## src/hdl/qla_pkg.sv

```systemverilog
package qla_pkg;

   // ----------------------------------------
   // register address map
   // ----------------------------------------
   localparam int reg_aw = 16;                   // register address width
   localparam logic [3:0] addr_main = 4'h0;      // space nibble, main registers
   localparam logic [3:0] addr_buf = 4'h1;       // space nibble, buffer readback
   localparam logic [3:0] off_cmd_cur = 4'h0;    // commanded current offset

   // address field positions
   localparam int space_lsb = 12;                // bits 15:12 hold the space
   localparam int chan_lsb = 4;                  // bits 7:4 hold the channel

   // ----------------------------------------
   // channels and data widths
   // ----------------------------------------
   localparam int num_chan = 4;                  // channels 1 to 4
   localparam int chan_w = 4;                    // channel number width
   localparam int cur_w = 16;                    // motor current width
   localparam int data_w = 32;                   // bus data and buffer word
   localparam int buf_aw = 10;                   // 1024-word buffer

   // ----------------------------------------
   // buffer entry format
   // ----------------------------------------
   // flag(2) | zero / write address(10) | channel(4) | current(16)
   localparam int flag_w = 2;
   localparam logic [flag_w-1:0] flag_cmd = 2'b01;   // commanded current entry
   localparam logic [flag_w-1:0] flag_fb = 2'b11;    // feedback entry

   localparam int collect_bit = 30;              // start/stop bit in cmd write

   // axi response code
   localparam logic [1:0] resp_okay = 2'b00;

endpackage

```

## src/hdl/feedback_select.sv

```systemverilog
`timescale 1ns/100ps

module feedback_select import qla_pkg::*; (
   input  logic              clk,
   input  logic              arst_n,
   input  logic [chan_w-1:0] chan,         // channel under collection
   input  logic              adc_valid,    // one strobe per conversion round
   input  logic [cur_w-1:0]  adc_data_1,
   input  logic [cur_w-1:0]  adc_data_2,
   input  logic [cur_w-1:0]  adc_data_3,
   input  logic [cur_w-1:0]  adc_data_4,
   output logic [cur_w-1:0]  cur_fb,       // latched sample
   output logic              cur_fb_wen    // two-cycle ready level
);

   logic [cur_w-1:0] sel_data;   // sample of the selected channel
   logic             sel_ok;     // channel inside 1..4
   logic [1:0]       stretch;    // cycles left of cur_fb_wen

   always_comb begin
      sel_ok = 1'b1;
      case (chan)
         chan_w'(1): sel_data = adc_data_1;
         chan_w'(2): sel_data = adc_data_2;
         chan_w'(3): sel_data = adc_data_3;
         chan_w'(4): sel_data = adc_data_4;
         default: begin
            sel_data = '0;
            sel_ok = 1'b0;     // no strobe for bad channel
         end
      endcase
   end

   always_ff @(posedge clk) begin
      if (adc_valid && sel_ok) begin
         cur_fb <= sel_data;
      end
   end

   // valid stretch, reloads on every accepted round
   always_ff @(posedge clk or negedge arst_n) begin
      if (!arst_n) begin
         stretch <= 2'd0;
      end else if (adc_valid && sel_ok) begin
         stretch <= 2'd2;
      end else if (stretch != 2'd0) begin
         stretch <= stretch - 2'd1;
      end
   end

   assign cur_fb_wen = (stretch != 2'd0);

endmodule

```

## config.mk

```make
export PLATFORM = sky130hd
export DESIGN_NAME = feedback_select
export DESIGN_NICKNAME = d
export VERILOG_FILES = /design/src/hdl/qla_pkg.sv /design/src/hdl/feedback_select.sv
export SDC_FILE = /design/constraint.sdc
export NUM_CORES = 1
export LEC_CHECK = 0
export BUFFER_PORTS_ARGS = -buffer_cell sky130_fd_sc_hd__buf_2
export CORE_ASPECT_RATIO = 0.7
export CORE_MARGIN = 2
export CORE_UTILIZATION = 41
export CTS_BUF_LIST = sky130_fd_sc_hd__clkbuf_4
export CTS_CLUSTER_SIZE = 24
export DETAILED_ROUTE_END_ITERATION = 16
export PLACE_DENSITY_LB_ADDON = 0.3
export SLEW_MARGIN = 20
export SYNTH_ARGS = -nofsm -noshare
export SYNTH_HDL_FRONTEND = slang
export SYNTH_SLANG_ARGS = --single-unit
```

## constraint.sdc

```tcl
create_clock -name clk -period 1.35 [get_ports clk]
set_clock_uncertainty 0.1 [all_clocks]
set_input_delay 0.135 -clock clk [delete_from_list [all_inputs] [get_ports clk]]
set_output_delay 0.135 -clock clk [all_outputs]
set_load 0.01 [all_outputs]
```

Word-level counts from Yosys, hierarchy flattened
Cells that the tools add are included.
{ "totals": {"register_bits": 18, "latch_bits": 0, "ram_bits": 0, "rom_bits": 0, "input_bits": 71, "output_inout_bits": 17, "word_cells": 15, "mem_count": 0} }
{ "op_classes": {"n_addsub": 1, "mul": 0, "div": 0, "n_lt_le_gt_ge": 0, "eq_ne": 4, "shifts": 0, "mux": 4, "bitwise": 0, "reduce_logical": 4} }
{ "op_table": {"columns": ["cell", "n"], "rows": [
  ["$pmux W16 S4", 1],
  ["$eq A4 B2 Y1 const B", 2],
  ["$eq A4 B1 Y1 const B", 1],
  ["$eq A4 B3 Y1 const B", 1],
  ["$mux W2", 2],
  ["$reduce_bool A2 Y1", 2],
  ["$reduce_or A4 Y1", 1],
  ["$sub A2 B1 Y2 const B", 1],
  ["$logic_and A1 B1 Y1", 1],
  ["$mux W1", 1]
]} }

Depth between registers and ports, before layout
Gate-level depths: netlist (run 1).
{ "logic_depth": {"word_depth": 5, "depth_mapped": 5, "depth_no_buf": 4} }

Worst setup path before layout (run 1)
OpenSTA, ideal clock, no wires.
{ "synth_path": {"path_type": "in2reg", "startpoint": "input chan[0]", "endpoint": "register cur_fb[0], enable pin", "setup_time_ns": 0.376, "t_arrival_ns": 0.825, "required_ns": 0.874, "setup_slack_ns": 0.049, "path_stages": 2, "path_buffers": 0, "path_cell_list": "o21ai_0 > and4bb_1"} }
{ "synth_via": {"elab_chain_cells": 4, "elab_cells_between_ends": 7, "classes_between": "eq/ne: 4; mux: 1; reduce/logical: 2"} }
{ "synth_lines": {"columns": ["element", "line", "text"], "rows": [
  ["start, declared", "feedback_select.sv:6", "input logic [chan_w-1:0] chan,"],
  ["$eq A4 B3 Y1 (tied with other cells)", "feedback_select.sv:22", "case (chan)"],
  ["$reduce_or A4 Y1 (no source line) (*)", null, null],
  ["$mux W1 (*)", "feedback_select.sv:22", null],
  ["$logic_and A1 B1 Y1 (*)", "feedback_select.sv:35", "if (adc_valid && sel_ok) begin"],
  ["end signal, assigned", "feedback_select.sv:36", "cur_fb <= sel_data;"],
  ["end, declared", "feedback_select.sv:12", "output logic [cur_w-1:0] cur_fb,"]
]} }
Every way passes the cells marked *; elsewhere a longest branch is shown, timed or not.
A chain may end at the register's enable or synchronous reset.

Worst setup path in the final report (run 1)
{ "layout_path": {"startpoint": "register stretch[0]", "endpoint": "output cur_fb_wen"} }
{ "layout_via": {"elab_chain_cells": 1} }
{ "layout_lines": {"columns": ["element", "line", "text"], "rows": [
  ["start, declared", "feedback_select.sv:18", "logic [1:0] stretch;"],
  ["start signal, assigned", "feedback_select.sv:47", "stretch <= stretch - 2'd1;"],
  ["$reduce_bool A2 Y1", "feedback_select.sv:51", "assign cur_fb_wen = (stretch != 2'd0);"],
  ["end, declared", "feedback_select.sv:13", "output logic cur_fb_wen"]
]} }
No other way between the ends.

==> impl_metrics.yaml, run 1 <==
run_status:
  status: "finished, final reports clean"
finish:
  antenna_cells: 0
  syn_to_final_growth_pct: 52.9
  regArea_um2: 531
  multi_input_area_um2: 548
  fillCellCount: 218
  post-route-cell-area_um2: 1720
  fin_nets: 260
  layout-drive-gt1-share: 0.690
worst_setup_path:
  cpPeakStageDelay_ns: 0.40
  crit_path_cell_trace: "inv_1 -> ha_2 -> inv_2 -> buf_6"
  worst_ep_required_time_ns: 1.12
  path_buf_inv: 3
  start_kind: "register"
  arrival_ns: 1.10
  slowest_stage: "dfrtp_1"
  path_delay_family: "flip-flops"
  end_kind: "primary output"
  worst-path-max-fanout: 2
  worstSetupPathType: "register to primary output"
synthesis:
  syn_inst: 91
  syn_nets: 163
  yosysSeqAreaShare: 0.472
  ys_ff_latch: 18
  synth.area.top_cells: "edfxtp_1 43%, a22oi_1 15%, a22oi_2 11%, o21ai_2 7.8%, dfrtp_1 4.4%"
  yosysUniqueCellTypes: 23
  yosysTopAreaCell: "edfxtp_1"
  synth_area_um2: 1120
  postSynthAreaPerCell_um2: 12.4
  yosysWarnings: 0
  netlist.area_leader.share: 0.427
route:
  first_pass_iters: 4
  drt_iter0_drc: 101
  vias: 1168
  drt-total-wl_mm: 3.29
  ant_nets: 0
  routedWlPerCell_um: 14.9
  route.detailed.drc: 0
  viasPerCell: 5.29
hold_path:
  hold_class: "primary input to register"
grt:
  antenna_found_initial: 0
  grt_pass1_vias: 1133
  grt-ovfl-total: 0
  grt_max_degree: 17
  grt_usage: 0.202
  grt_pass1_wl_mm: 4.66
clock_tree:
  clockBufferDepth: 2
  htreeDepth: 1
  cts_sinks: 18
  cts_buffers: 3
  root_buffer: "clkbuf_4"
  clkLatencyLatePin_ns: 0.29
  cts.reportedPaths.clkPinSlew_ns: 0.10
  cts_tree: "done"
place:
  portBuffers: 87
  hpwl_mm: 2.55
  placed_cell_area_um2: 1620
  gp_congestion: 0.707
  dpl_worst_slack_ns: -0.628
floorplan:
  die-area_um2: 3190
  core-area_um2: 2530
  io_pins: 88
  die_y_um: 47.8
  rows: 15
  die_w_um: 66.6
  start_util: 0.444
sta:
  holdWs_ns: 0.0269
  slew_viol_final: 0
  rsz0062_at_grt: "true"
  period_minus_slack_ns: 1.33
  maxSlewHeadroom: 0.521
  setup_slack_ns: 0.0161
  finalSetupViolations: 0
  hold_viol: 0
  tns_ns: 0
  worstMarginPinSlew_ns: 0.715
  fmax_mhz: 750
  period_share: 0.988
run:
  maxCapViolCount: 0
power_and_ir_drop:
  ir_drop_mv: 0.449
  power_density_nw_per_um2: 872
  power_w: 0.00150
  total_leakage_power_nw: 0.729
==> synth_stat cells, drive strengths merged <==
master	number
a211o	1
edfxtp	16
nor2b	2
nor4b	1
nor3	1
inv	3
buf	8
ha	1
xor2	1
nor4bb	1
clkbuf	1
nor2	2
dfrtp	2
o21ai	17
a22oi	32
or2	1
and4bb	1
==> power breakdown <==
| group | switching (W) | internal (W) |
|---|---|---|
| registers | 0.0000266 | 0.000673 |
| logic | 0.000251 | 0.000276 |
| clock network | 0.000166 | 0.000107 |
==> registers in the layout, summed over array words and instances (netlist names) <==
register and flops:
cur_fb 16, stretch 2
==> path summary, 6_finish.rpt <==
check	startpoint	endpoint	slack [ns]	depth (start not counted)
worst max-delay path	stretch[0]$_DFFE_PN0P_	cur_fb_wen	0.02	4
worst min-delay path	adc_data_3[1]	cur_fb[1]$_DFFE_PP_	0.03	3
worst max register to register	stretch[0]$_DFFE_PN0P_	stretch[1]$_DFFE_PN0P_	0.09	5
worst min register to register	stretch[1]$_DFFE_PN0P_	stretch[1]$_DFFE_PN0P_	0.43	1
max in group asynchronous	arst_n	stretch[0]$_DFFE_PN0P_	0.99	2
min in group asynchronous	arst_n	stretch[1]$_DFFE_PN0P_	0.07	2
==> worst register-to-register path: stages, from the launching register on <==
cell,delay (ns)
dfrtp_1,0.40
inv_1,0.07
ha_2,0.19
buf_4,0.12
nor2_1,0.04
a211o_1,0.23
==> routing by layer <==
| layer | wire length [um] | track usage |
|---|---|---|
| met5 | 0 | 0 |
| met4 | 34 | 0.0612 |
| met3 | 282 | 0.0494 |
| met2 | 1760 | 0.394 |
| met1 | 1220 | 0.226 |
==> stage by stage <==
stage / instances / util
after floorplan: 91 / -
final: 221 / 0.679
after detailed placement: 211 / 0.638
after CTS: 221 / 0.675
after global routing: 221 / 0.679
after global placement: 211 / 0.638
==> layout make-up <==
class                   count  share of cell area
clock buffers               3              0.0131
well taps                  34              0.0247
inverters                   3             0.00655
clock inverters             1             0.00218
multi-input cells          61               0.319
repair buffers            101               0.327
flip-flops and latches     18               0.308
==> layout by cell type (no fill, tap or decap), types with 2 or more instances in the layout <==
master     n
buf_2     86
a22oi_1   22
edfxtp_1  16
buf_4     12
a22oi_2   10
o21ai_2   10
o21ai_1    6
clkbuf_4   3
inv_1      2
nor2_1     2
dfrtp_1    2
==> kinds of logic after synthesis <==
logic type	Yosys count	synth area share
buf+inv	12	0.0656
xor+xnor	1	0.00779
flops	18	0.472
simple gates	9	0.0690
compound gates	50	0.375
fa+ha+maj	1	0.0111
==> repair_timing <==
action | in CTS | in global routing
gates cloned | 0 | 0
pin swaps | 2 | 1
endpoints found under the hold margin | 2 | 0
setup endpoints to repair | 17 | 3
resized for setup | 3 | 3
hold buffers | 1 | 0
buffers inserted | 5 | 0
(Power assumes the default switching activity.)
==> run 2: changes to the inputs <==
--- a/config.mk
+++ b/config.mk
@@ -13,6 +13,7 @@
 export CTS_CLUSTER_SIZE = 24
 export DETAILED_ROUTE_END_ITERATION = 16
 export PLACE_DENSITY_LB_ADDON = 0.3
+export RECOVER_POWER = 25
 export SLEW_MARGIN = 20
 export SYNTH_ARGS = -nofsm -noshare
 export SYNTH_HDL_FRONTEND = slang
==> run 2 against run 1 <==
Sequential share of layout area grew 0.27 points. Global-route usage is the same. Via count shrank 0.34%. Sequential power is essentially flat. Final area shrank 0.87%. Power shrank 0.34%. Non-clock buffer count is the same. Sequential cell count is the same. Hold slack is essentially flat. Clock-buffer cell count is the same. Critical endpoint unchanged. Largest cell class is now multi-input combinational cells.
==> impl_metrics.yaml, run 2 (synthesis results as in run 1) <==
finish:
  post-route-cell-area_um2: 1710
  fin_nets: 260
  final_common_cell: "buf_2"
  regMostFlops: "cur_fb"
  antenna_cells: 0
  largest_reg_flops: 16
  final_cell_mix: "74 x buf_2, 22 x a22oi_1, 16 x edfxtp_1"
  layout-drive-gt1-share: 0.626
  top_regs: "cur_fb (16), stretch (2)"
  syn_to_final_growth_pct: 51.6
  final_cells: 221
floorplan:
  die_w_um: 66.6
  start_util: 0.444
  core-area_um2: 2530
  io_pins: 88
  die_y_um: 47.8
  die-area_um2: 3190
  rows: 15
worst_setup_path:
  worst-path-stages: 4
  rrSetupSlack_ns: 0.09
  cpPeakStageDelay_ns: 0.40
  worst-path-max-fanout: 2
  crit_path_cell_trace: "inv_1 -> ha_2 -> inv_2 -> buf_6"
  path_buf_inv: 3
  worst-r2r-cell-count: 5
  path_delay_family: "flip-flops"
  arrival_ns: 1.10
  slowest_stage: "dfrtp_1"
  start_kind: "register"
  worst_ep_required_time_ns: 1.12
  end_kind: "primary output"
  worstSetupPathType: "register to primary output"
route:
  viasPerCell: 5.27
  wl_met3_um: 284
  dr.max_layer_used: "met4"
  drt-total-wl_mm: 3.29
  wl_met1_mm: 1.23
  first_pass_iters: 4
  wl_met2_mm: 1.74
  drt_iter0_drc: 98
  route.detailed.drc: 0
  routedWlPerCell_um: 14.9
  ant_nets: 0
  vias: 1164
grt:
  grt_max_degree: 17
  grt_usage: 0.202
  antenna_found_initial: 0
  grt-ovfl-total: 0
  grt_pass1_vias: 1133
  grt_pass1_wl_mm: 4.66
place:
  dpl_worst_slack_ns: -0.628
  placed_cell_area_um2: 1620
  placed_cells: 211
  hpwl_mm: 2.55
  gp_congestion: 0.707
  portBuffers: 87
sta:
  maxSlewHeadroom: 0.523
  period_minus_slack_ns: 1.33
  hold_viol: 0
  period_share: 0.988
  tns_ns: 0
  rsz0062_at_grt: "true"
  worstMarginPinSlew_ns: 0.712
  slew_viol_final: 0
  holdWs_ns: 0.0269
  fmax_mhz: 750
  setup_slack_ns: 0.0161
  finalSetupViolations: 0
clock_tree:
  cts_tree: "done"
  cts_sinks: 18
  clockBufferDepth: 2
  htreeDepth: 1
  root_buffer: "clkbuf_4"
  clkLatencyLatePin_ns: 0.29
  cts.reportedPaths.clkPinSlew_ns: 0.10
  cts_buffers: 3
run:
  maxCapViolCount: 0
hold_path:
  holdPathStages: 3
  hold_class: "primary input to register"
power_and_ir_drop:
  power_density_nw_per_um2: 877
  total_leakage_power_nw: 0.706
  ir_drop_mv: 0.449
run_status:
  status: "finished, final reports clean"
-- run 2: final timing paths --
path | from | endpoint
min in group asynchronous | arst_n | stretch[1]$_DFFE_PN0P_
max | stretch[0]$_DFFE_PN0P_ | cur_fb_wen
max reg2reg | stretch[0]$_DFFE_PN0P_ | stretch[1]$_DFFE_PN0P_
min | adc_data_3[1] | cur_fb[1]$_DFFE_PP_
min reg2reg | stretch[1]$_DFFE_PN0P_ | stretch[1]$_DFFE_PN0P_
max in group asynchronous | arst_n | stretch[0]$_DFFE_PN0P_
-- run 2: routing by layer --
layer	global-route usage	vias to the layer above
met1	0.226	538
li1	-	566
met3	0.0494	4
met4	0.0612	0
met2	0.394	56
met5	0	-
-- run 2: area by class of cell --
class                           instances  area, um^2
Multi-Input combinational cell         61         548
Timing Repair Buffer                  101         547
Inverter                                3        11.3
Clock buffer                            3        22.5
Clock inverter                          1        3.75
Fill cell                             223         828
Sequential cell                        18         531
Tap cell                               34        42.5
-- run 2: timing repair --
item                       4_1_cts  5_1_grt
hold buffers                     1        0
hold endpoints to repair         2        0
setup buffers                    5        0
cloned                           0        0
resized for setup                3        3
setup endpoints to repair       17        3
pin swaps                        2        1
-- run 2: worst register-to-register path, cell delays in order (launching register included) --
cell	delay, ns
dfrtp_1	0.40
inv_1	0.07
ha_2	0.19
buf_4	0.12
nor2_1	0.04
a211o_1	0.23
-- run 2: through the flow --
step                      utilization  total power, W
final                           0.673         0.00150
after global routing            0.673         0.00157
after CTS                       0.675         0.00147
after detailed placement        0.638         0.00117
after global placement          0.638         0.00114
after floorplan                     -        0.000955
-- run 2: report_power, final --
group / switching, W / internal [W]
Sequential: 0.0000272 / 0.000673
Clock: 0.000166 / 0.000107
Combinational: 0.000251 / 0.000271
Total: 0.000444 / 0.00105
