$ cat src/hdl/qla_pkg.sv
package qla_pkg;

   // ----------------------------------------
   // register address map
   // ----------------------------------------
   localparam int reg_aw = 16;                   // register address width
   localparam logic [3:0] addr_main = 4'h0;      // space nibble, main registers
   localparam logic [3:0] addr_buf = 4'h1;       // space nibble, buffer readback
   localparam logic [3:0] off_cmd_cur = 4'h0;    // commanded current offset

   // address field positions
   localparam int space_lsb = 12;                // bits 15:12 hold the space
   localparam int chan_lsb = 4;                  // bits 7:4 hold the channel

   // ----------------------------------------
   // channels and data widths
   // ----------------------------------------
   localparam int num_chan = 4;                  // channels 1 to 4
   localparam int chan_w = 4;                    // channel number width
   localparam int cur_w = 16;                    // motor current width
   localparam int data_w = 32;                   // bus data and buffer word
   localparam int buf_aw = 10;                   // 1024-word buffer

   // ----------------------------------------
   // buffer entry format
   // ----------------------------------------
   // flag(2) | zero / write address(10) | channel(4) | current(16)
   localparam int flag_w = 2;
   localparam logic [flag_w-1:0] flag_cmd = 2'b01;   // commanded current entry
   localparam logic [flag_w-1:0] flag_fb = 2'b11;    // feedback entry

   localparam int collect_bit = 30;              // start/stop bit in cmd write

   // axi response code
   localparam logic [1:0] resp_okay = 2'b00;

endpackage

$ cat src/hdl/motor_reg_file.sv
`timescale 1ns/100ps

module motor_reg_file import qla_pkg::*; (
   input  logic              clk,
   input  logic              arst_n,
   input  logic [reg_aw-1:0] reg_waddr,
   input  logic [data_w-1:0] reg_wdata,
   input  logic              reg_wen,
   input  logic [reg_aw-1:0] reg_raddr,
   output logic [data_w-1:0] main_rdata   // registered, same latency as ram
);

   logic [cur_w-1:0] cmd_cur [num_chan];  // commanded current per channel
   logic             wr_hit;              // commanded current write, main space
   logic             rd_hit;              // commanded current read, main space
   logic [chan_w-1:0] wr_ch;
   logic [chan_w-1:0] rd_ch;
   logic [data_w-1:0] rd_val;

   assign wr_ch = reg_waddr[chan_lsb +: chan_w];
   assign rd_ch = reg_raddr[chan_lsb +: chan_w];

   assign wr_hit = reg_wen && (reg_waddr[space_lsb +: 4] == addr_main) &&
                   (reg_waddr[3:0] == off_cmd_cur);
   assign rd_hit = (reg_raddr[space_lsb +: 4] == addr_main) &&
                   (reg_raddr[3:0] == off_cmd_cur);

   // ----------------------------------------
   // channel registers
   // ----------------------------------------
   always_ff @(posedge clk or negedge arst_n) begin
      if (!arst_n) begin
         for (int i = 0; i < num_chan; i++) begin
            cmd_cur[i] <= '0;
         end
      end else if (wr_hit) begin
         for (int i = 0; i < num_chan; i++) begin
            if (wr_ch == chan_w'(i + 1)) begin
               cmd_cur[i] <= reg_wdata[cur_w-1:0];   // low half only
            end
         end
      end
   end

   // read select, channel 0 and 5..15 fall through to zero
   always_comb begin
      rd_val = '0;
      for (int i = 0; i < num_chan; i++) begin
         if (rd_hit && (rd_ch == chan_w'(i + 1))) begin
            rd_val = {{(data_w - cur_w){1'b0}}, cmd_cur[i]};
         end
      end
   end

   always_ff @(posedge clk or negedge arst_n) begin
      if (!arst_n) begin
         main_rdata <= '0;
      end else begin
         main_rdata <= rd_val;
      end
   end

endmodule

$ cat config.mk
export PLATFORM = sky130hd
export DESIGN_NAME = motor_reg_file
export DESIGN_NICKNAME = d
export VERILOG_FILES = /design/src/hdl/qla_pkg.sv /design/src/hdl/motor_reg_file.sv
export SDC_FILE = /design/constraint.sdc
export NUM_CORES = 1
export LEC_CHECK = 0
export ABC_AREA = 1
export BUFFER_PORTS_ARGS = -buffer_cell sky130_fd_sc_hd__buf_2
export CAP_MARGIN = 10
export CORE_ASPECT_RATIO = 2
export CORE_UTILIZATION = 55
export CTS_BUF_LIST = sky130_fd_sc_hd__clkbuf_8
export DETAILED_ROUTE_END_ITERATION = 8
export HOLD_SLACK_MARGIN = 0.02
export PLACE_DENSITY_LB_ADDON = 0.08
export SLEW_MARGIN = 20
export SYNTH_ARGS = -nofsm -noshare
export SYNTH_HDL_FRONTEND = slang
export SYNTH_SLANG_ARGS = --single-unit
$ cat constraint.sdc
create_clock -name clk -period 0.85 [get_ports clk]
set_input_delay 0.1275 -clock clk [delete_from_list [all_inputs] [get_ports clk]]
set_output_delay 0.1275 -clock clk [all_outputs]
set_load 0.1 [all_outputs]
==> metrics, run 1 <==
warnings from Yosys=0; status=stopped before the end; H-tree Lvls=3; Port Buffer Count=58; Mapped Area=3850 sq um; Error=[ERROR DPL-0038] Utilization greater than 100%, impossible to legalize; Worst-path end type=register input; die height=120 microns; count of state elements after synthesis=80; DP HPWL=~6.4 mm; largest net degree at the start of global routing=39; sequential share of the synthesized area=52.0%; initial core utilization=between 50 and 60%; Worst EP post-GRT repair=main_rdata[4]$_DFF_PN0_/D; TritonCTS buffer count=9; Netlist cell types=22; synthesized instance count=roughly 470; clock buffer depth=2; Primary FF master, synth=dfrtp_1; number of synthesized flops with an enable pin=0; IO Count=~100; GPL Wtd Cong=0.824; Sink Count=80; row cnt=42; Die X=a little over 60 microns; Syn Area/Cell=about 8.3 sq um; Stop stage=5_1_grt; clock root cell=clkbuf_8; post-synthesis async set-or-reset flop share=100%
==> kinds of logic after synthesis <==
group	Yosys count	share of synthesized area, %
compound gates	48	6.24
other cells	1	0.0974
flops	80	52.0
buf+inv	82	10.2
simple gates	254	31.5
==> through the flow <==
step | worst slack (ns) | util [%] | TNS, ns | cell area (sq um) | cells
CTS | -0.248 | 92.9 | -9.35 | 6200 | 676
detailed placement | -0.480 | 71.9 | -33.28 | 4800 | 614
global placement | -0.442 | 71.9 | -32.01 | 4800 | 614
floorplan | -0.276 | - | -17.11 | 4120 | 480
==> repair_timing <==
item | 4_1_cts
resized for setup | 173
gates cloned | 17
pin swaps | 43
setup endpoints to repair | 96
hold buffers | 16
hold endpoints to repair | 95
setup buffers | 14
==> cells in the mapped netlist, types with 3 or more instances <==
master    count  share of area [%]
nor2_2        3               0.49
nand3_1      37                4.8
buf_2        14                1.8
nand3b_1     17                3.3
nand4_1      32                5.2
nor3_1        3               0.39
inv_1        36                3.5
dfrtp_1      80                 52
nor2_1        7               0.68
buf_4        18                3.5
nand2_1     148                 14
clkbuf_1     11                1.1
o21ai_0      48                6.2
==> inputs of run 2 (changes only) <==
- CORE_ASPECT_RATIO: 2 -> not set
- CORE_UTILIZATION: 55 -> 40
- CTS_BUF_LIST: sky130_fd_sc_hd__clkbuf_8 -> not set
- HOLD_SLACK_MARGIN: 0.02 -> not set
- PLACE_DENSITY_LB_ADDON: 0.08 -> 0.15
==> run 2 against run 1 <==
- the flow now finishes, with violations (negative hold slack, negative setup slack)
- synthesized area did not move
- synthesized cell count did not move
==> metrics, run 2 <==
XOR/XNOR share of the synthesized area=0% (unchanged); Port Buffer Count=58 (unchanged); commonest cells in the synthesized netlist=nand2_1, dfrtp_1, o21ai_0; family with the most delay on the worst path=flip-flops; most common cell in the netlist=nand2_1; DRC Markers=0; failing checks=negative hold slack, negative setup slack; layout cell share with drive strength beyond 1=a little over half; Mapped Area=3850 sq um (unchanged); Die X=100 microns (+64%); most common cell after layout, fill and taps aside=dfrtp_1; Primary FF master, synth=dfrtp_1; cells along the critical path=buf_12; largest net degree at the start of global routing=36; Top Registers=cmd_cur x64, main_rdata x16; achievable frequency=0.908 GHz; Sink Count=80 (unchanged); initial core utilization=41.5% (-16 points); WL final=between 10 and 15 mm; Hold Fails Final Rpt=1; Req. time, crit path=0.72 ns; grt peak-use layer=met2; worst setup margin=-0.252 ns; Post-Synth Adder-Cell Area=0% (unchanged); most frequent cells in the layout=dfrtp_1, nand2_2, nand2_4, nand2_1; post-synthesis async set-or-reset flop share=100% (unchanged); CP max FO=1; Max-cap violations=0; max reg flops=64; TritonCTS buffer count=9 (unchanged); CP max-delay cell=dfrtp_2; RSZ-0062 raised after global routing=yes; row cnt=35 (-17%); # setup viols final=96; Netlist cell types=22 (unchanged); die height=100 microns (-17%); sequential cell area=~2000 sq um; compound-gate portion of the synthesized area=6.24% (unchanged); IO Count=99 (unchanged); GR Util All Layers=a little under a quarter; GRT met3 Usage=~3.4%; Final Power=0.00752 W; post-synthesis mux area share=0% (unchanged); fin crit period=about 1.1 ns; period utilisation layout=130%; vias in the first global route=approximately 3600; Synth top area share=52.0% (unchanged); Hold WC Path Type=input pin to flip-flop; Final #Nets=640; Worst setup EP type=output port; core area=9280 sq um; DRT Pass-1 Iters=7; Area contributors post-synth=dfrtp_1, nand2_1, o21ai_0, nand4_1, nand3_1; max-slew violations=0; largest area contributor in the netlist=dfrtp_1; post-DR wirelength/cell=approximately 17 microns; count of state elements after synthesis=80 (unchanged); status=complete, but fails checks; Worst path max stage delay=0.44 ns; pwr dens=between 1000 and 1500 nW/um^2; main combinational cell family by area after synthesis=simple AND/OR/NAND/NOR gates; CP arrival=roughly 0.97 ns; Hold Slack=-0.00872 ns; antenna viol nets, final=0; die area=10000 sq um; clock root cell=clkbuf_8; Syn Area/Cell=8.28 sq um (unchanged); met1 usage=about 30%; diodes inserted=0; Worst Skew=between 0.006 and 0.007 ns; Clock Pin Slew Worst Setup and Hold Paths=about 0.080 ns; met2 Usage GRT=between 40% and 50%; Area Growth Syn to Fin=66.4%; DR iter-0 viols=250; warnings from Yosys=0 (unchanged); Filler Cell Count=around 690; antenna violations before repair=0; footprint of the multi-input gates=2240 sq um; clock buffer depth=2 (unchanged); kind of critical path=flip-flop to output port; sequential share of the synthesized area=52.0% (unchanged); worst skew pair latency=around 0.36 ns; grt total ovfl=0; first-pass GRT wire length=between 15 and 20 mm; vias per cell=around 5.4; Critical path buffers and inverters=1; synthesized instance count=465 (unchanged); startpoint types=flip-flop; DP HPWL=6.04 mm (-5.3%); Biggest register=cmd_cur; GPL Wtd Cong=0.737 (-11%); post-synthesis simple-gate area fraction=31.5% (unchanged); vias=approximately 3800; number of synthesized flops with an enable pin=0 (unchanged); Leakage=around 3 nW; CTS tree=built; VDD IR max=0.000682 V; H-tree Lvls=3 (unchanged)
## run 2: cell counts after synthesis
Identical to the previous run, type by type.
## run 2: cells by family after synthesis
kind of cell | count (synthesis)
AND/OR/NAND/NOR | 254
AO/OA/AOI/OAI | 48
buffers and inverters | 82
other | 1
flip-flops | 80
## run 2: metal layers
metal | up-vias | wire length, microns
met5 | - | 0
met4 | 0 | 321
met3 | 28 | 731
met2 | 163 | 6510
met1 | 1868 | 4690
li1 | 1726 | -
## run 2: power by group
part	leakage, nW	internal [W]	switching, W
clock	0.0920	0.00134	0.00139
combinational	1.88	0.000283	0.000681
sequential	1.09	0.00381	0.0000104
## run 2: worst min-delay path, cell delays in order
cell and delay, ns:
buf_2 0.10, nand2_2 0.05, nand2_1 0.04
## run 2: area by class of cell
cell class	instances	area share, %
Clock buffer	10	1.99
Clock inverter	6	0.938
Inverter	38	2.56
Multi-Input combinational cell	318	34.9
Sequential cell	80	31.6
Tap cell	129	2.52
Timing Repair Buffer	126	25.5
## run 2: final timing paths
path                                    startpoint                  endpoint  slack, ns  cells after the start
max                        main_rdata[9]$_DFF_PN0_             main_rdata[9]      -0.25                      1
min                                   reg_wdata[2]    cmd_cur[2]$_DFFE_PN0P_     -0.009                      3
max reg2reg                cmd_cur[26]$_DFFE_PN0P_  main_rdata[10]$_DFF_PN0_      -0.12                      5
min reg2reg                 cmd_cur[3]$_DFFE_PN0P_    cmd_cur[3]$_DFFE_PN0P_       0.48                      2
max in group asynchronous                   arst_n   main_rdata[9]$_DFF_PN0_       0.22                      3
min in group asynchronous                   arst_n   cmd_cur[40]$_DFFE_PN0P_       0.16                      2
## run 2: repair_timing
| action | CTS | global route |
|---|---|---|
| setup buffers | 12 | 1 |
| setup endpoints to repair | 81 | 96 |
| pin swaps | 28 | 23 |
| hold buffers | 13 | 1 |
| gates resized for setup | 127 | 133 |
| endpoints found under the hold margin | 92 | 1 |
| cloned | 10 | 5 |
## run 2: through the flow
stage	setup WS (ns)	cells	cell area (sq um)	TNS, ns	utilization [%]
after global routing	-0.264	707	6410	-19.51	69.0
after global placement	-0.427	650	4850	-30.83	52.3
after detailed placement	-0.481	650	4850	-34.00	52.3
final	-0.252	707	6410	-15.35	69.0
after floorplan	-0.276	480	4120	-17.11	-
after CTS	-0.251	700	5820	-12.76	62.7
Power figures use the tool's default switching activity.
==> inputs of run 3 (changes only) <==
- REMOVE_ABC_BUFFERS: not set -> 1
- clock period: 0.85 -> 0.9 ns (I/O delays scaled with it)
==> run 3 against run 2 <==
- the run ends with negative setup slack left
- register-to-register slack better by 0.07 ns
- sequential power down 5.7%
- critical path depth unchanged
- via count up 2.5%
- die area unchanged
- critical path type unchanged
- highest routed layer unchanged
==> metrics, run 3 (synthesized netlist as in run 2, its figures left out) <==
Port Buffer Count=58 (unchanged); r2r setup slk=-0.05 ns (+0.07 ns); Worst Skew=0.00641 ns (-0.000532 ns); WL final=13.4 mm (+9.3%); GPL Wtd Cong=0.766 (+4.0%); fin cells=722 (+2.1%); diodes inserted=0 (unchanged); Hold Fails Final Rpt=0 (-1); initial core utilization=41.5% (unchanged); Worst setup EP type=output port; startpoint types=flip-flop; CP arrival=0.95 ns (-0.02 ns); Req. time, crit path=0.76 ns (+0.04 ns); DRT Pass-1 Iters=5 (-2); failing checks=negative setup slack; GR Util All Layers=26.6% (+3.1 points); core area=9280 sq um (unchanged); fin crit period=about 1.1 ns; clock root cell=clkbuf_8; Stages on worst setup path=1 (unchanged); first-pass GRT wire length=19.9 mm (+13%); Critical path buffers and inverters=1 (unchanged); DP HPWL=6.14 mm (+1.7%); vias=3878 (+2.5%); Area Growth Syn to Fin=66.5% (about the same); vias in the first global route=3920 (+7.9%); worst skew pair latency=0.36 ns (about the same); RSZ-0062 raised after global routing=yes; vias per cell=5.37 (+0.33%); WHS Path Cells=3 (unchanged); most frequent cells in the layout=nand2_1, dfrtp_1, nand2_2, o21ai_2, buf_12; Max-cap violations=0 (unchanged); pwr dens=1160 nW/um^2 (-1.3%); TritonCTS buffer count=9 (unchanged); period utilisation layout=121%; Clock Pin Slew Worst Setup and Hold Paths=0.08 ns (about the same); IO Count=99 (unchanged); DRC Markers=0 (unchanged); layout cell share with drive strength beyond 1=46.5% (-7.1 points); Biggest register=cmd_cur; Hold Slack=0.00395 ns (+0.0127 ns); Top Registers=cmd_cur x64, main_rdata x16; pre-CTS setup slack=-0.422 ns (+0.0589 ns); Sink Count=80 (unchanged); DP Cell Count=658 (+1.2%); antenna violations before repair=0 (unchanged); largest net degree at the start of global routing=36 (unchanged); CP max-delay cell=dfrtp_1; Leakage=3.23 nW (+5.7%); Placed Area=4770 sq um (-1.7%); H-tree Lvls=3 (unchanged); # setup viols final=96 (unchanged); post-DR wirelength/cell=18.5 microns (+7.0%); clock buffer depth=2 (unchanged); die height=100 microns (unchanged); Reg2Reg Depth=5 (unchanged); achievable frequency=just over 0.9 GHz; max reg flops=64 (unchanged); status=complete, but fails checks; worst setup margin=-0.188 ns (+0.0637 ns); die area=10000 sq um (unchanged); Final Power=0.00742 W (-1.3%); Reg-to-Reg End=main_rdata[6]$_DFF_PN0_; Final #Nets=656 (+2.5%); CP max FO=1 (unchanged); family with the most delay on the worst path=flip-flops; CTS tree=built; DR iter-0 viols=233 (-6.8%); kind of critical path=flip-flop to output port; Worst path max stage delay=0.41 ns (-0.03 ns); Die X=100 microns (unchanged); hold_sp=reg_wdata[5]; hold path endpoint=cmd_cur[5]$_DFFE_PN0P_; Hold WC Path Type=input pin to flip-flop; worst r2r src=cmd_cur[22]$_DFFE_PN0P_; post-route cell area=6410 sq um (about the same); VDD IR max=0.000755 V (+11%); max-slew violations=0 (unchanged); grt total ovfl=0 (unchanged); row cnt=35 (unchanged); antenna viol nets, final=0 (unchanged); most common cell after layout, fill and taps aside=nand2_1; cells along the critical path=buf_12
==> run 3: cell count changes in the layout (fill, tap and decap cells not counted), moves of 3 or more <==
| cell | previous run | this run |
|---|---|---|
| nand2_1 | 47 | 88 |
| nand2_4 | 47 | 25 |
| buf_6 | 11 | 32 |
| nand2_2 | 54 | 35 |
| dfrtp_1 | 64 | 80 |
| dfrtp_2 | 16 | 0 |
| inv_1 | 18 | 31 |
| o21ai_1 | 23 | 11 |
| inv_2 | 18 | 7 |
| nand3_1 | 33 | 23 |
| nand3_2 | 0 | 10 |
| o21ai_2 | 25 | 35 |
| clkbuf_16 | 6 | 2 |
| buf_12 | 32 | 35 |
==> run 3: what timing repair did <==
action                                  4_1_cts  5_1_grt
endpoints found under the hold margin        93        0
gates resized for setup                     142      114
pin swaps                                    18       43
setup buffers                                16        9
endpoints found under the setup margin       74       96
cloned                                       13        3
hold buffers                                 14        0
==> run 3: how the worst max path moves through the flow <==
| stage | start | end |
|---|---|---|
| finish | main_rdata[12]$_DFF_PN0_ | main_rdata[12] |
| floorplan | reg_raddr[3] | main_rdata[0]$_DFF_PN0_ |
| global route | reg_waddr[6] | cmd_cur[25]$_DFFE_PN0P_ |
| global placement | reg_raddr[3] | main_rdata[12]$_DFF_PN0_ |
| detailed placement | reg_raddr[3] | main_rdata[9]$_DFF_PN0_ |
| CTS | main_rdata[12]$_DFF_PN0_ | main_rdata[12] |
==> run 3: where the power goes <==
| group | internal (W) | switching [W] | leakage [nW] |
|---|---|---|---|
| logic | 0.000267 | 0.000643 | 2.01 |
| registers | 0.00360 | 0.00000919 | 1.12 |
| clock network | 0.00154 | 0.00136 | 0.101 |
==> run 3: through the flow <==
step	setup TNS (ns)	utilization, %
finish	-11.91	69.1
global route	-16.59	69.1
CTS	-9.74	64.9
detailed placement	-30.42	51.4
global placement	-29.13	51.4
floorplan	-62.04	-
==> run 3: per-layer routing <==
layer	up-vias	part of all wire (%)	global-route usage, %
li1	1747	-	-
met2	198	50	44.9
met4	0	3.8	13.3
met1	1894	38	33.0
met3	39	7.9	4.81
met5	-	0	0
==> run 3: final cells by class <==
class                      count  area (sq um)
fill                         734          2870
multi-input combinational    318          2100
sequential                    80          2000
timing repair buffer         142          1800
tap                          129           161
inverter                      38           143
clock buffer                   9           124
clock inverter                 6          85.1
