--- config.mk ---
export PLATFORM = sky130hd
export DESIGN_NAME = axil_reg_bridge
export DESIGN_NICKNAME = d
export VERILOG_FILES = /design/src/hdl/qla_pkg.sv /design/src/hdl/axil_reg_bridge.sv
export SDC_FILE = /design/constraint.sdc
export NUM_CORES = 1
export LEC_CHECK = 0
export BUFFER_PORTS_ARGS = -buffer_cell sky130_fd_sc_hd__buf_2
export CAP_MARGIN = 20
export CORE_MARGIN = 10
export CORE_UTILIZATION = 35
export CTS_CLUSTER_DIAMETER = 40
export CTS_CLUSTER_SIZE = 10
export DETAILED_ROUTE_END_ITERATION = 8
export PLACE_DENSITY = 0.78
export RECOVER_POWER = 100
export SYNTH_ARGS = -nofsm -noshare
export SYNTH_HDL_FRONTEND = slang
export SYNTH_SLANG_ARGS = --single-unit
--- constraint.sdc ---
create_clock -name clk -period 1.29 [get_ports clk]
set_input_delay 0.0645 -clock clk [delete_from_list [all_inputs] [get_ports clk]]
set_output_delay 0.0645 -clock clk [all_outputs]
set_load 0.02 [all_outputs]
--- src/hdl/qla_pkg.sv ---
package qla_pkg;

   // ----------------------------------------
   // register address map
   // ----------------------------------------
   localparam int reg_aw = 16;                   // register address width
   localparam logic [3:0] addr_main = 4'h0;      // space nibble, main registers
   localparam logic [3:0] addr_buf = 4'h1;       // space nibble, buffer readback
   localparam logic [3:0] off_cmd_cur = 4'h0;    // commanded current offset

   // address field positions
   localparam int space_lsb = 12;                // bits 15:12 hold the space
   localparam int chan_lsb = 4;                  // bits 7:4 hold the channel

   // ----------------------------------------
   // channels and data widths
   // ----------------------------------------
   localparam int num_chan = 4;                  // channels 1 to 4
   localparam int chan_w = 4;                    // channel number width
   localparam int cur_w = 16;                    // motor current width
   localparam int data_w = 32;                   // bus data and buffer word
   localparam int buf_aw = 10;                   // 1024-word buffer

   // ----------------------------------------
   // buffer entry format
   // ----------------------------------------
   // flag(2) | zero / write address(10) | channel(4) | current(16)
   localparam int flag_w = 2;
   localparam logic [flag_w-1:0] flag_cmd = 2'b01;   // commanded current entry
   localparam logic [flag_w-1:0] flag_fb = 2'b11;    // feedback entry

   localparam int collect_bit = 30;              // start/stop bit in cmd write

   // axi response code
   localparam logic [1:0] resp_okay = 2'b00;

endpackage

--- src/hdl/axil_reg_bridge.sv ---
`timescale 1ns/100ps

module axil_reg_bridge import qla_pkg::*; (
   input  logic              clk,
   input  logic              arst_n,
   // axi4-lite write channels
   input  logic [reg_aw-1:0] s_awaddr,
   input  logic              s_awvalid,
   output logic              s_awready,
   input  logic [data_w-1:0] s_wdata,
   input  logic              s_wvalid,
   output logic              s_wready,
   output logic [1:0]        s_bresp,
   output logic              s_bvalid,
   input  logic              s_bready,
   // axi4-lite read channels
   input  logic [reg_aw-1:0] s_araddr,
   input  logic              s_arvalid,
   output logic              s_arready,
   output logic [data_w-1:0] s_rdata,
   output logic [1:0]        s_rresp,
   output logic              s_rvalid,
   input  logic              s_rready,
   // register bus
   output logic [reg_aw-1:0] reg_waddr,
   output logic [data_w-1:0] reg_wdata,
   output logic              reg_wen,
   output logic [reg_aw-1:0] reg_raddr,
   input  logic [data_w-1:0] main_rdata,
   input  logic [data_w-1:0] buf_rdata
);

   logic       wr_acc;        // write address and data taken together
   logic       rd_acc;        // read address taken
   logic       rd_busy;       // read in flight or response pending
   logic       rd_stage;      // registered address valid, ram reading
   logic       rd_load;       // ram data valid, capture into s_rdata
   logic [3:0] rd_space;      // space nibble, delayed to match ram
   logic [data_w-1:0] rd_mux; // selected read data

   assign wr_acc = s_awvalid && s_wvalid && s_awready && s_wready;
   assign rd_acc = s_arvalid && s_arready;

   assign s_bresp = resp_okay;   // never an error
   assign s_rresp = resp_okay;

   // register bus write side, strobe in the accept cycle
   assign reg_wen = wr_acc;
   assign reg_waddr = s_awaddr;
   assign reg_wdata = s_wdata;

   // ----------------------------------------
   // write handshake
   // ----------------------------------------
   always_ff @(posedge clk or negedge arst_n) begin
      if (!arst_n) begin
         s_awready <= 1'b0;
         s_wready <= 1'b0;
         s_bvalid <= 1'b0;
      end else if (wr_acc) begin
         s_awready <= 1'b0;             // hold off until response taken
         s_wready <= 1'b0;
         s_bvalid <= 1'b1;              // response next cycle
      end else if (s_bvalid && s_bready) begin
         s_bvalid <= 1'b0;
         s_awready <= 1'b1;             // ready again
         s_wready <= 1'b1;
      end else if (!s_bvalid) begin
         s_awready <= 1'b1;             // idle, first cycle after reset
         s_wready <= 1'b1;
      end
   end

   // ----------------------------------------
   // read handshake and pipeline
   // ----------------------------------------
   always_ff @(posedge clk or negedge arst_n) begin
      if (!arst_n) begin
         s_arready <= 1'b0;
         rd_busy <= 1'b0;
         rd_stage <= 1'b0;
         rd_load <= 1'b0;
         s_rvalid <= 1'b0;
         reg_raddr <= '0;
         rd_space <= '0;
      end else begin
         rd_stage <= rd_acc;           // address registered this edge
         rd_load <= rd_stage;          // ram output valid next cycle
         if (rd_acc) begin
            s_arready <= 1'b0;
            rd_busy <= 1'b1;
            reg_raddr <= s_araddr;     // held until next accept
         end else if (s_rvalid && s_rready) begin
            s_rvalid <= 1'b0;
            rd_busy <= 1'b0;
            s_arready <= 1'b1;
         end else if (!rd_busy) begin
            s_arready <= 1'b1;         // idle
         end
         if (rd_stage) begin
            rd_space <= reg_raddr[space_lsb +: 4];   // lines up with ram data
         end
         if (rd_load) begin
            s_rvalid <= 1'b1;          // two edges after accept
         end
      end
   end

   // data mux by space nibble
   always_comb begin
      case (rd_space)
         addr_main: rd_mux = main_rdata;
         addr_buf:  rd_mux = buf_rdata;
         default:   rd_mux = '0;        // unmapped space reads zero
      endcase
   end

   // read data held stable until s_rready
   always_ff @(posedge clk) begin
      if (rd_load) begin
         s_rdata <= rd_mux;
      end
   end

endmodule

# Word level (Yosys, flattened, before mapping)
# Index checks and enable logic that the tools add are counted.
dict set report classes {
  muxes 13
  n_bitwise 0
  n_lt_le_gt_ge 0
  multipliers 0
  reduce_logical 11
  div 0
  n_shift 0
  eq_ne 4
  n_addsub 0
}
# cell count
set ops {}
lappend ops {{32-bit one-hot mux with 2 select lines} 1}
lappend ops {{1-bit two-way mux} 12}
lappend ops {{1-bit logical AND} 6}
lappend ops {{2-bit nonzero test} 3}
lappend ops {{4-bit by 1-bit equality test with 1-bit output, second input constant} 1}
lappend ops {{4-bit zero test} 1}
lappend ops {{3-bit by 1-bit inequality test with 1-bit output, second input constant} 1}
lappend ops {{3-bit by 2-bit inequality test with 1-bit output, second input constant} 1}
lappend ops {{2-bit by 1-bit inequality test with 1-bit output, second input constant} 1}
lappend ops {{2-bit AND reduction} 1}
dict set report totals {
  wordCells 38
  in_bits 135
  latch_bits 0
  memories 0
  regBits 59
  output_inout_bits 106
  rom_bits 0
  ramBits 0
}

# Longest topological paths before layout
# Gate-level depths: netlist of the first run.
dict set report depth {
  ltp_word 4
  ltp_mapped 4
  depth_no_buf 2
}

# Worst setup path after synthesis of the first run
# Ideal clock, no wire load.
dict set report synth_path {
  kind {register to register}
  start {reg rd_load}
  end {reg s_rdata[0] (enable)}
  n_path_buf 0
  arrival_ps 961
  t_required_ps 901
  synth_period_minus_slack_ps 1351
  slack_ps -61
  path_stages_with_launch 1
  setup_ps 389
  cell_sequence {dfrtp_1}
}
# item line_no
set synth_rtl {}
lappend synth_rtl {{start, declared} axil_reg_bridge.sv:37} ;# logic rd_load;
lappend synth_rtl {{start signal, assigned} axil_reg_bridge.sv:88} ;# rd_load <= rd_stage;
lappend synth_rtl {{end signal, assigned} axil_reg_bridge.sv:121} ;# s_rdata <= rd_mux;
lappend synth_rtl {{end, declared} axil_reg_bridge.sv:20} ;# output logic [data_w-1:0] s_rdata,
# No word-level cell between the ends.

# Worst setup path after layout of the first run
dict set report layout_path {
  start {reg s_wready}
  end {reg s_bvalid}
}
dict set report layout_between {
  elab_chain_len 3
  word_cells_on_any_way 4
  classes_between {mux (1); reduce/logical (3)}
}
# item line_no
set layout_lines {}
lappend layout_lines {{start, declared} axil_reg_bridge.sv:12} ;# output logic s_wready,
lappend layout_lines {{start signal, assigned} axil_reg_bridge.sv:58} ;# s_wready <= 1'b0;
lappend layout_lines {{start signal, assigned} axil_reg_bridge.sv:62} ;# s_wready <= 1'b0;
lappend layout_lines {{start signal, assigned} axil_reg_bridge.sv:67} ;# s_wready <= 1'b1;
lappend layout_lines {{1-bit logical AND} --}
lappend layout_lines {{1-bit logical AND *} axil_reg_bridge.sv:41} ;# assign wr_acc = s_awvalid && s_wvalid && s_awready && s_wready;
lappend layout_lines {{1-bit two-way mux / 2-bit nonzero test (equally long branches)} --}
lappend layout_lines {{end signal, assigned} axil_reg_bridge.sv:59} ;# s_bvalid <= 1'b0;
lappend layout_lines {{end signal, assigned} axil_reg_bridge.sv:63} ;# s_bvalid <= 1'b1;
lappend layout_lines {{end signal, assigned} axil_reg_bridge.sv:65} ;# s_bvalid <= 1'b0;
lappend layout_lines {{end, declared} axil_reg_bridge.sv:14} ;# output logic s_bvalid,
# Mark *: on every way between the ends. The rest lies on a longest branch, timed or not.
# A chain may end at the register's enable or synchronous reset.

==> flow_metrics.tcl, run 1 <==
set metrics [dict create \
    status "complete, no violations" \
    synthTopCellsByCount "buf_4, edfxtp_1, mux2i_1" \
    path_clk_slew_ns 0.07 \
    final.period_utilization_pct 96.4 \
    grt_pass1_wl_microns 10800 \
    r2r_start "s_wready" \
    peakVddDrop_uv 925 \
    overflow 0 \
    crit_fanout 4 \
    synth-main-ff-cell "edfxtp_1" \
    grt_setup_unrepaired "no" \
    clock_latency_ns 0.33 \
    reg2reg_depth 3 \
    setup_violations 0 \
    cts_buffers 9 \
    first_pass_iters 4 \
    seq_area_frac_synth_pct 57.3 \
    ys_warn_count 0 \
    portBuffers 140 \
    critPathSlowestCell "dlygate4sd3_1" \
    arrival_ns 1.46 \
    hold_end "s_arready" \
    worst-setup-path-type "flop to flop" \
    post-cts-setup-buffers 0 \
    synth.avg_cell_area_sq_um 13.0 \
    hpwl_microns 5970 \
    cp-end-kind "flop" \
    yosysTopAreaCell "edfxtp_1" \
    grt_max_degree 33 \
    cp_num_buf_inv 1 \
    num_antenna_cells 0 \
    cp-start-kind "flop" \
    crit_family "buffers and inverters" \
    die-width_microns 110 \
    areaGrowthSynthToFinish_pct 27.0 \
    relSlewSlack_pct 55.7 \
    antenna_found_initial 0 \
    final_core_util_pct 46.2 \
    coreArea_sq_um 7850 \
    synth_top_area_share_pct 33.6 \
    crit_chain "nand3_2, nand2_1, dlygate4sd3_1" \
    ant_nets 0 \
    ios 241 \
    final_max_slew_viol_count 0 \
    synthCells 220 \
    synth-seq-cells 59 \
    p_leak_nw 1.62 \
    r2r_end "s_bvalid" \
    grt_pass1_vias 2080 \
    initial_core_util_pct 36.4 \
    min_period_ns 1.24 \
    yosysMostFrequentCell "buf_4" \
    rrSetupSlack_ns 0.05 \
    worstHoldPathCells 3 \
    min_from "s_rready" \
    routed_via_density 4.45 \
    crit_required_ns 1.50 \
    htreeDepth 3 \
    finalWirelength_microns 7640 \
    fp.dieH_microns 110 \
    skew_ns 0.00723 \
    final_nets 471 \
    place.gp.congestion 0.872 \
    hold_class "primary input to flop" \
    drc 0 \
    synth-edff-count 32 \
    vias 1973 \
    synth_area_leaders "edfxtp_1, dfrtp_1, buf_4" \
    yosysUniqueCellTypes 21 \
    die_area_sq_um 12200 \
    critPathMaxStageDelay_ns 0.55 \
    finalHoldViolCount 0 \
    drv_cap 0 \
    cts_tree "yes" \
    grt_usage_pct 11.7 \
    clockBufferDepth 2 \
    power_density_nw_per_um2 2140 \
    worstMarginPinSlew_ns 0.665 \
    synthArstFlopShare_pct 45.8 \
    fmax_mhz 804 \
    clock-sinks 59 \
    synth_area_sq_um 2860 \
    drive_gt1_share_pct 37.2 \
    cts_root_buf "clkbuf_8" \
    finalSetupTns_ns 0 \
    rows 32 \
    wl_per_cell_microns 17.2 \
    drtIter0Drc 84 \
]
-- how the worst max path moves through the flow --
stage / startpoint / endpoint / slack [ns] / cells past startpoint
CTS: s_wready / s_bvalid / 0.04 / 3
floorplan: s_arready / reg_raddr[1] / 0.02 / 3
global placement: rd_space[1] / s_rdata[12] / 0.10 / 3
detailed placement: rd_space[1] / s_rdata[20] / 0.06 / 3
finish: s_wready / s_bvalid / 0.05 / 3
global route: s_wready / s_bvalid / 0.01 / 3
-- cell type report --
type                       count  area, sq um
clock inverter                 2         35.0
inverter                       2         7.51
tap                          102          128
timing repair buffer         165          895
fill                         761         4220
sequential                    59         1640
clock buffer                  14          163
multi-input combinational     99          761
-- layer usage --
layer	share of wire (%)	vias up	GRT usage (%)
met5	0	-	0
met4	1.8	0	4.68
li1	-	925	-
met2	46	141	18.1
met3	18	25	9.00
met1	34	882	11.6
-- kinds of logic after synthesis --
logic type | share of synthesized area [%]
mux | 19.1
simple gates | 5.61
other cells | 0.131
flops | 57.3
compound gates | 1.05
buf+inv | 16.8
-- metrics by stage --
| stage | power (mW) | cells | cell area (sq um) | setup WS [ns] | hold WS [ns] |
|---|---|---|---|---|---|
| floorplan | 5.42 | 223 | 2870 | 0.0220 | -0.231 |
| global placement | 6.18 | 408 | 3310 | 0.103 | 0.100 |
| detailed placement | 6.29 | 408 | 3310 | 0.0578 | 0.113 |
| CTS | 8.06 | 443 | 3700 | 0.0356 | 0.0223 |
| global route | 8.27 | 443 | 3630 | 0.00968 | 0.0368 |
| finish | 7.76 | 443 | 3630 | 0.0462 | 0.0413 |
-- power by group --
group / switching, mW / internal [mW]
Clock: 0.682 / 0.998
Combinational: 1.81 / 1.19
Sequential: 0.307 / 2.77
-- worst reg2reg max path, stage by stage (launching register included) --
cell and delay [ns]:
dfrtp_1 0.42, nand3_2 0.11, nand2_1 0.05, dlygate4sd3_1 0.55
-- layout by cell type, fill, tap and decap left out, types with 2 or more instances in the layout --
cell type       n
inv_1           2
buf_2          85
nor2_1         31
mux2_2         16
conb_1          4
dlygate4sd3_1  19
buf_4           3
buf_12          2
clkbuf_2        2
mux2i_1        32
dfrtp_1        25
nand2b_1        2
mux2_1          4
nand2_1         2
clkbuf_8       11
clkbuf_1       56
dfrtp_2         2
edfxtp_1       32
-- sequential cells by signal, indices dropped and copies added (netlist names) --
signal     cells
s_wready       1
rd_busy        1
rd_space       4
s_rvalid       1
rd_stage       1
rd_load        1
s_bvalid       1
s_arready      1
s_rdata       32
reg_raddr     16
-- what timing repair did --
action                                  in CTS  in global routing
hold buffers                                19                  0
gates resized for setup                      0                  2
hold endpoints to repair                    44                  0
endpoints found under the setup margin       0                  6
No activity file was read; power rests on OpenSTA's default activity.
==> run 2, diff against run 1 <==
--- a/config.mk
+++ b/config.mk
@@ -9,11 +9,10 @@
 export CAP_MARGIN = 20
 export CORE_MARGIN = 10
 export CORE_UTILIZATION = 35
-export CTS_CLUSTER_DIAMETER = 40
+export CTS_CLUSTER_DIAMETER = 50
 export CTS_CLUSTER_SIZE = 10
 export DETAILED_ROUTE_END_ITERATION = 8
 export PLACE_DENSITY = 0.78
-export RECOVER_POWER = 100
 export SYNTH_ARGS = -nofsm -noshare
 export SYNTH_HDL_FRONTEND = slang
 export SYNTH_SLANG_ARGS = --single-unit
==> constraint.sdc (replaced) <==
create_clock -name clk -period 1.29 [get_ports clk]
set_input_delay 0.0645 -clock clk [delete_from_list [all_inputs] [get_ports clk]]
set_output_delay 0.0645 -clock clk [all_outputs]
set_load 0.1 [all_outputs]
==> run 2 against run 1 <==
Compared with the run above: core utilization increased by 2.6 points; global-route usage increased by 0.99 points; largest power group is now combinational logic; combinational power increased by 130%; worst hold slack got worse by 0.0021 ns; register-to-register slack about the same; sequential share of layout area decreased by 2.2 points; first-iteration DRC count decreased by 18%; clock skew increased by 0.0025 ns; cell count decreased by 0.45%.
==> flow_metrics.tcl, run 2 (same netlist as run 1, synthesis figures left out) <==
set metrics [dict create \
    setup_ws_ns 0.0360 \
    htreeDepth 3 \
    clockBufferDepth 2 \
    grt_pass1_vias 2232 \
    reg2reg_depth 3 \
    crit_required_ns 1.47 \
    critPathMaxStageDelay_ns 0.41 \
    final.period_utilization_pct 97.2 \
    areaGrowthSynthToFinish_pct 34.2 \
    cts_root_buf "clkbuf_8" \
    worstMarginPinSlew_ns 0.582 \
    drive_gt1_share_pct 57.2 \
    drv_cap 0 \
    arrival_ns 1.43 \
    status "complete, no violations" \
    first_pass_iters 4 \
    min_period_ns 1.25 \
    crit_fanout 16 \
    die-width_microns 110 \
    largest_reg_flops 32 \
    vias 1951 \
    relSlewSlack_pct 61.2 \
    ios 241 \
    clock-sinks 59 \
    worstHoldPathCells 3 \
    hold_class "primary input to flop" \
    rows 32 \
    n_fill_cell 701 \
    fp.dieH_microns 110 \
    path_clk_slew_ns 0.07 \
    grt_setup_unrepaired "yes" \
    place_area_sq_um 3380 \
    timing.hold.ws_ns 0.0392 \
    min_from "s_wvalid" \
    grt_pass1_wl_microns 11500 \
    hold_end "s_bvalid" \
    initial_core_util_pct 36.4 \
    place.gp.congestion 0.860 \
    ant_nets 0 \
    grt_usage_pct 12.7 \
    finalWirelength_microns 8350 \
    cp_num_buf_inv 1 \
    portBuffers 140 \
    skew_ns 0.00973 \
    final_cell_mix "buf_2, mux2i_1, edfxtp_1, nor2_1, dfrtp_1" \
    cp-end-kind "flop" \
    reg_top3 "s_rdata: 32 flops, reg_raddr: 16 flops, rd_space: 4 flops" \
    setup_violations 0 \
    final_nets 469 \
    overflow 0 \
    cts_buffers 9 \
    critPathSlowestCell "or3_4" \
    drtIter0Drc 69 \
    grt_max_degree 35 \
    fin_total_pwr_mw 11.7 \
    clock_latency_ns 0.32 \
    rrSetupSlack_ns 0.04 \
    finalHoldViolCount 0 \
    place_ws_ns 0.0423 \
    cts_tree "yes" \
    postLayoutCellArea_sq_um 3830 \
    coreArea_sq_um 7850 \
    r2r_start "rd_space[1]" \
    p_leak_nw 1.84 \
    hpwl_microns 6520 \
    final_max_slew_viol_count 0 \
    r2r_end "s_rdata[21]" \
    cp.depth 3 \
    fmax_mhz 797 \
    peakVddDrop_uv 1760 \
    worst-setup-path-type "flop to flop" \
    power_density_nw_per_um2 3060 \
    antenna_found_initial 0 \
    crit_chain "or3_4, clkbuf_16, nor2_1" \
    cp-start-kind "flop" \
    drc 0 \
    finalSetupTns_ns 0 \
    num_antenna_cells 0 \
    wl_per_cell_microns 18.9 \
    die_area_sq_um 12200 \
    final_common_cell "buf_2" \
    routed_via_density 4.42 \
    crit_family "simple AND/OR/NAND/NOR gates" \
    top_register "s_rdata" \
]
-- run 2: routing by layer --
metal  up-vias  share of wire, %  track usage (%)
li1        920                 -                -
met1       861                32             11.7
met2       155                48             20.9
met3        15                18             8.18
met4         0               2.1             7.16
met5         -                 0                0
-- run 2: how the worst max path moves through the flow --
stage / start / endpoint / slack (ns)
after CTS: s_arready / s_arready / 0.03
final: rd_space[1] / s_rdata[21] / 0.04
after detailed placement: s_arready / reg_raddr[11] / 0.04
after floorplan: s_arready / reg_raddr[0] / -0.09
after global placement: rd_space[1] / s_rdata[12] / 0.09
after global routing: rd_space[1] / s_rdata[23] / -0.01
-- run 2: area by class of cell --
cell class | instances | area (sq um) | area share, %
Tap cell | 102 | 128 | 3.33
Multi-Input combinational cell | 99 | 831 | 21.7
Inverter | 2 | 11.3 | 0.294
Clock buffer | 13 | 203 | 5.29
Timing Repair Buffer | 163 | 991 | 25.9
Clock inverter | 3 | 22.5 | 0.588
Sequential cell | 59 | 1650 | 43.0
-- run 2: power breakdown --
part | switching [mW] | internal (mW) | total (mW)
Combinational | 5.26 | 1.59 | 6.85
Sequential | 0.336 | 2.78 | 3.11
Clock | 0.726 | 1.05 | 1.78
Total | 6.32 | 5.42 | 11.7
-- run 2: repair_timing --
action,4_1_cts,5_1_grt
cloned,0,1
endpoints found under the hold margin,44,0
resized for setup,2,4
setup endpoints to repair,2,14
pin swaps,0,1
setup buffers,0,0
hold buffers,18,0
-- run 2: tightest hold or removal path, cell delays in order --
cell     delay (ns)
buf_2          0.11
nand3_2        0.10
nand2_1        0.06
-- run 2: stage by stage --
| stage | utilization [%] | cells |
|---|---|---|
| detailed placement | 43.1 | 406 |
| global route | 48.8 | 441 |
| finish | 48.8 | 441 |
| floorplan | - | 223 |
| global placement | 43.1 | 406 |
| CTS | 48.4 | 440 |
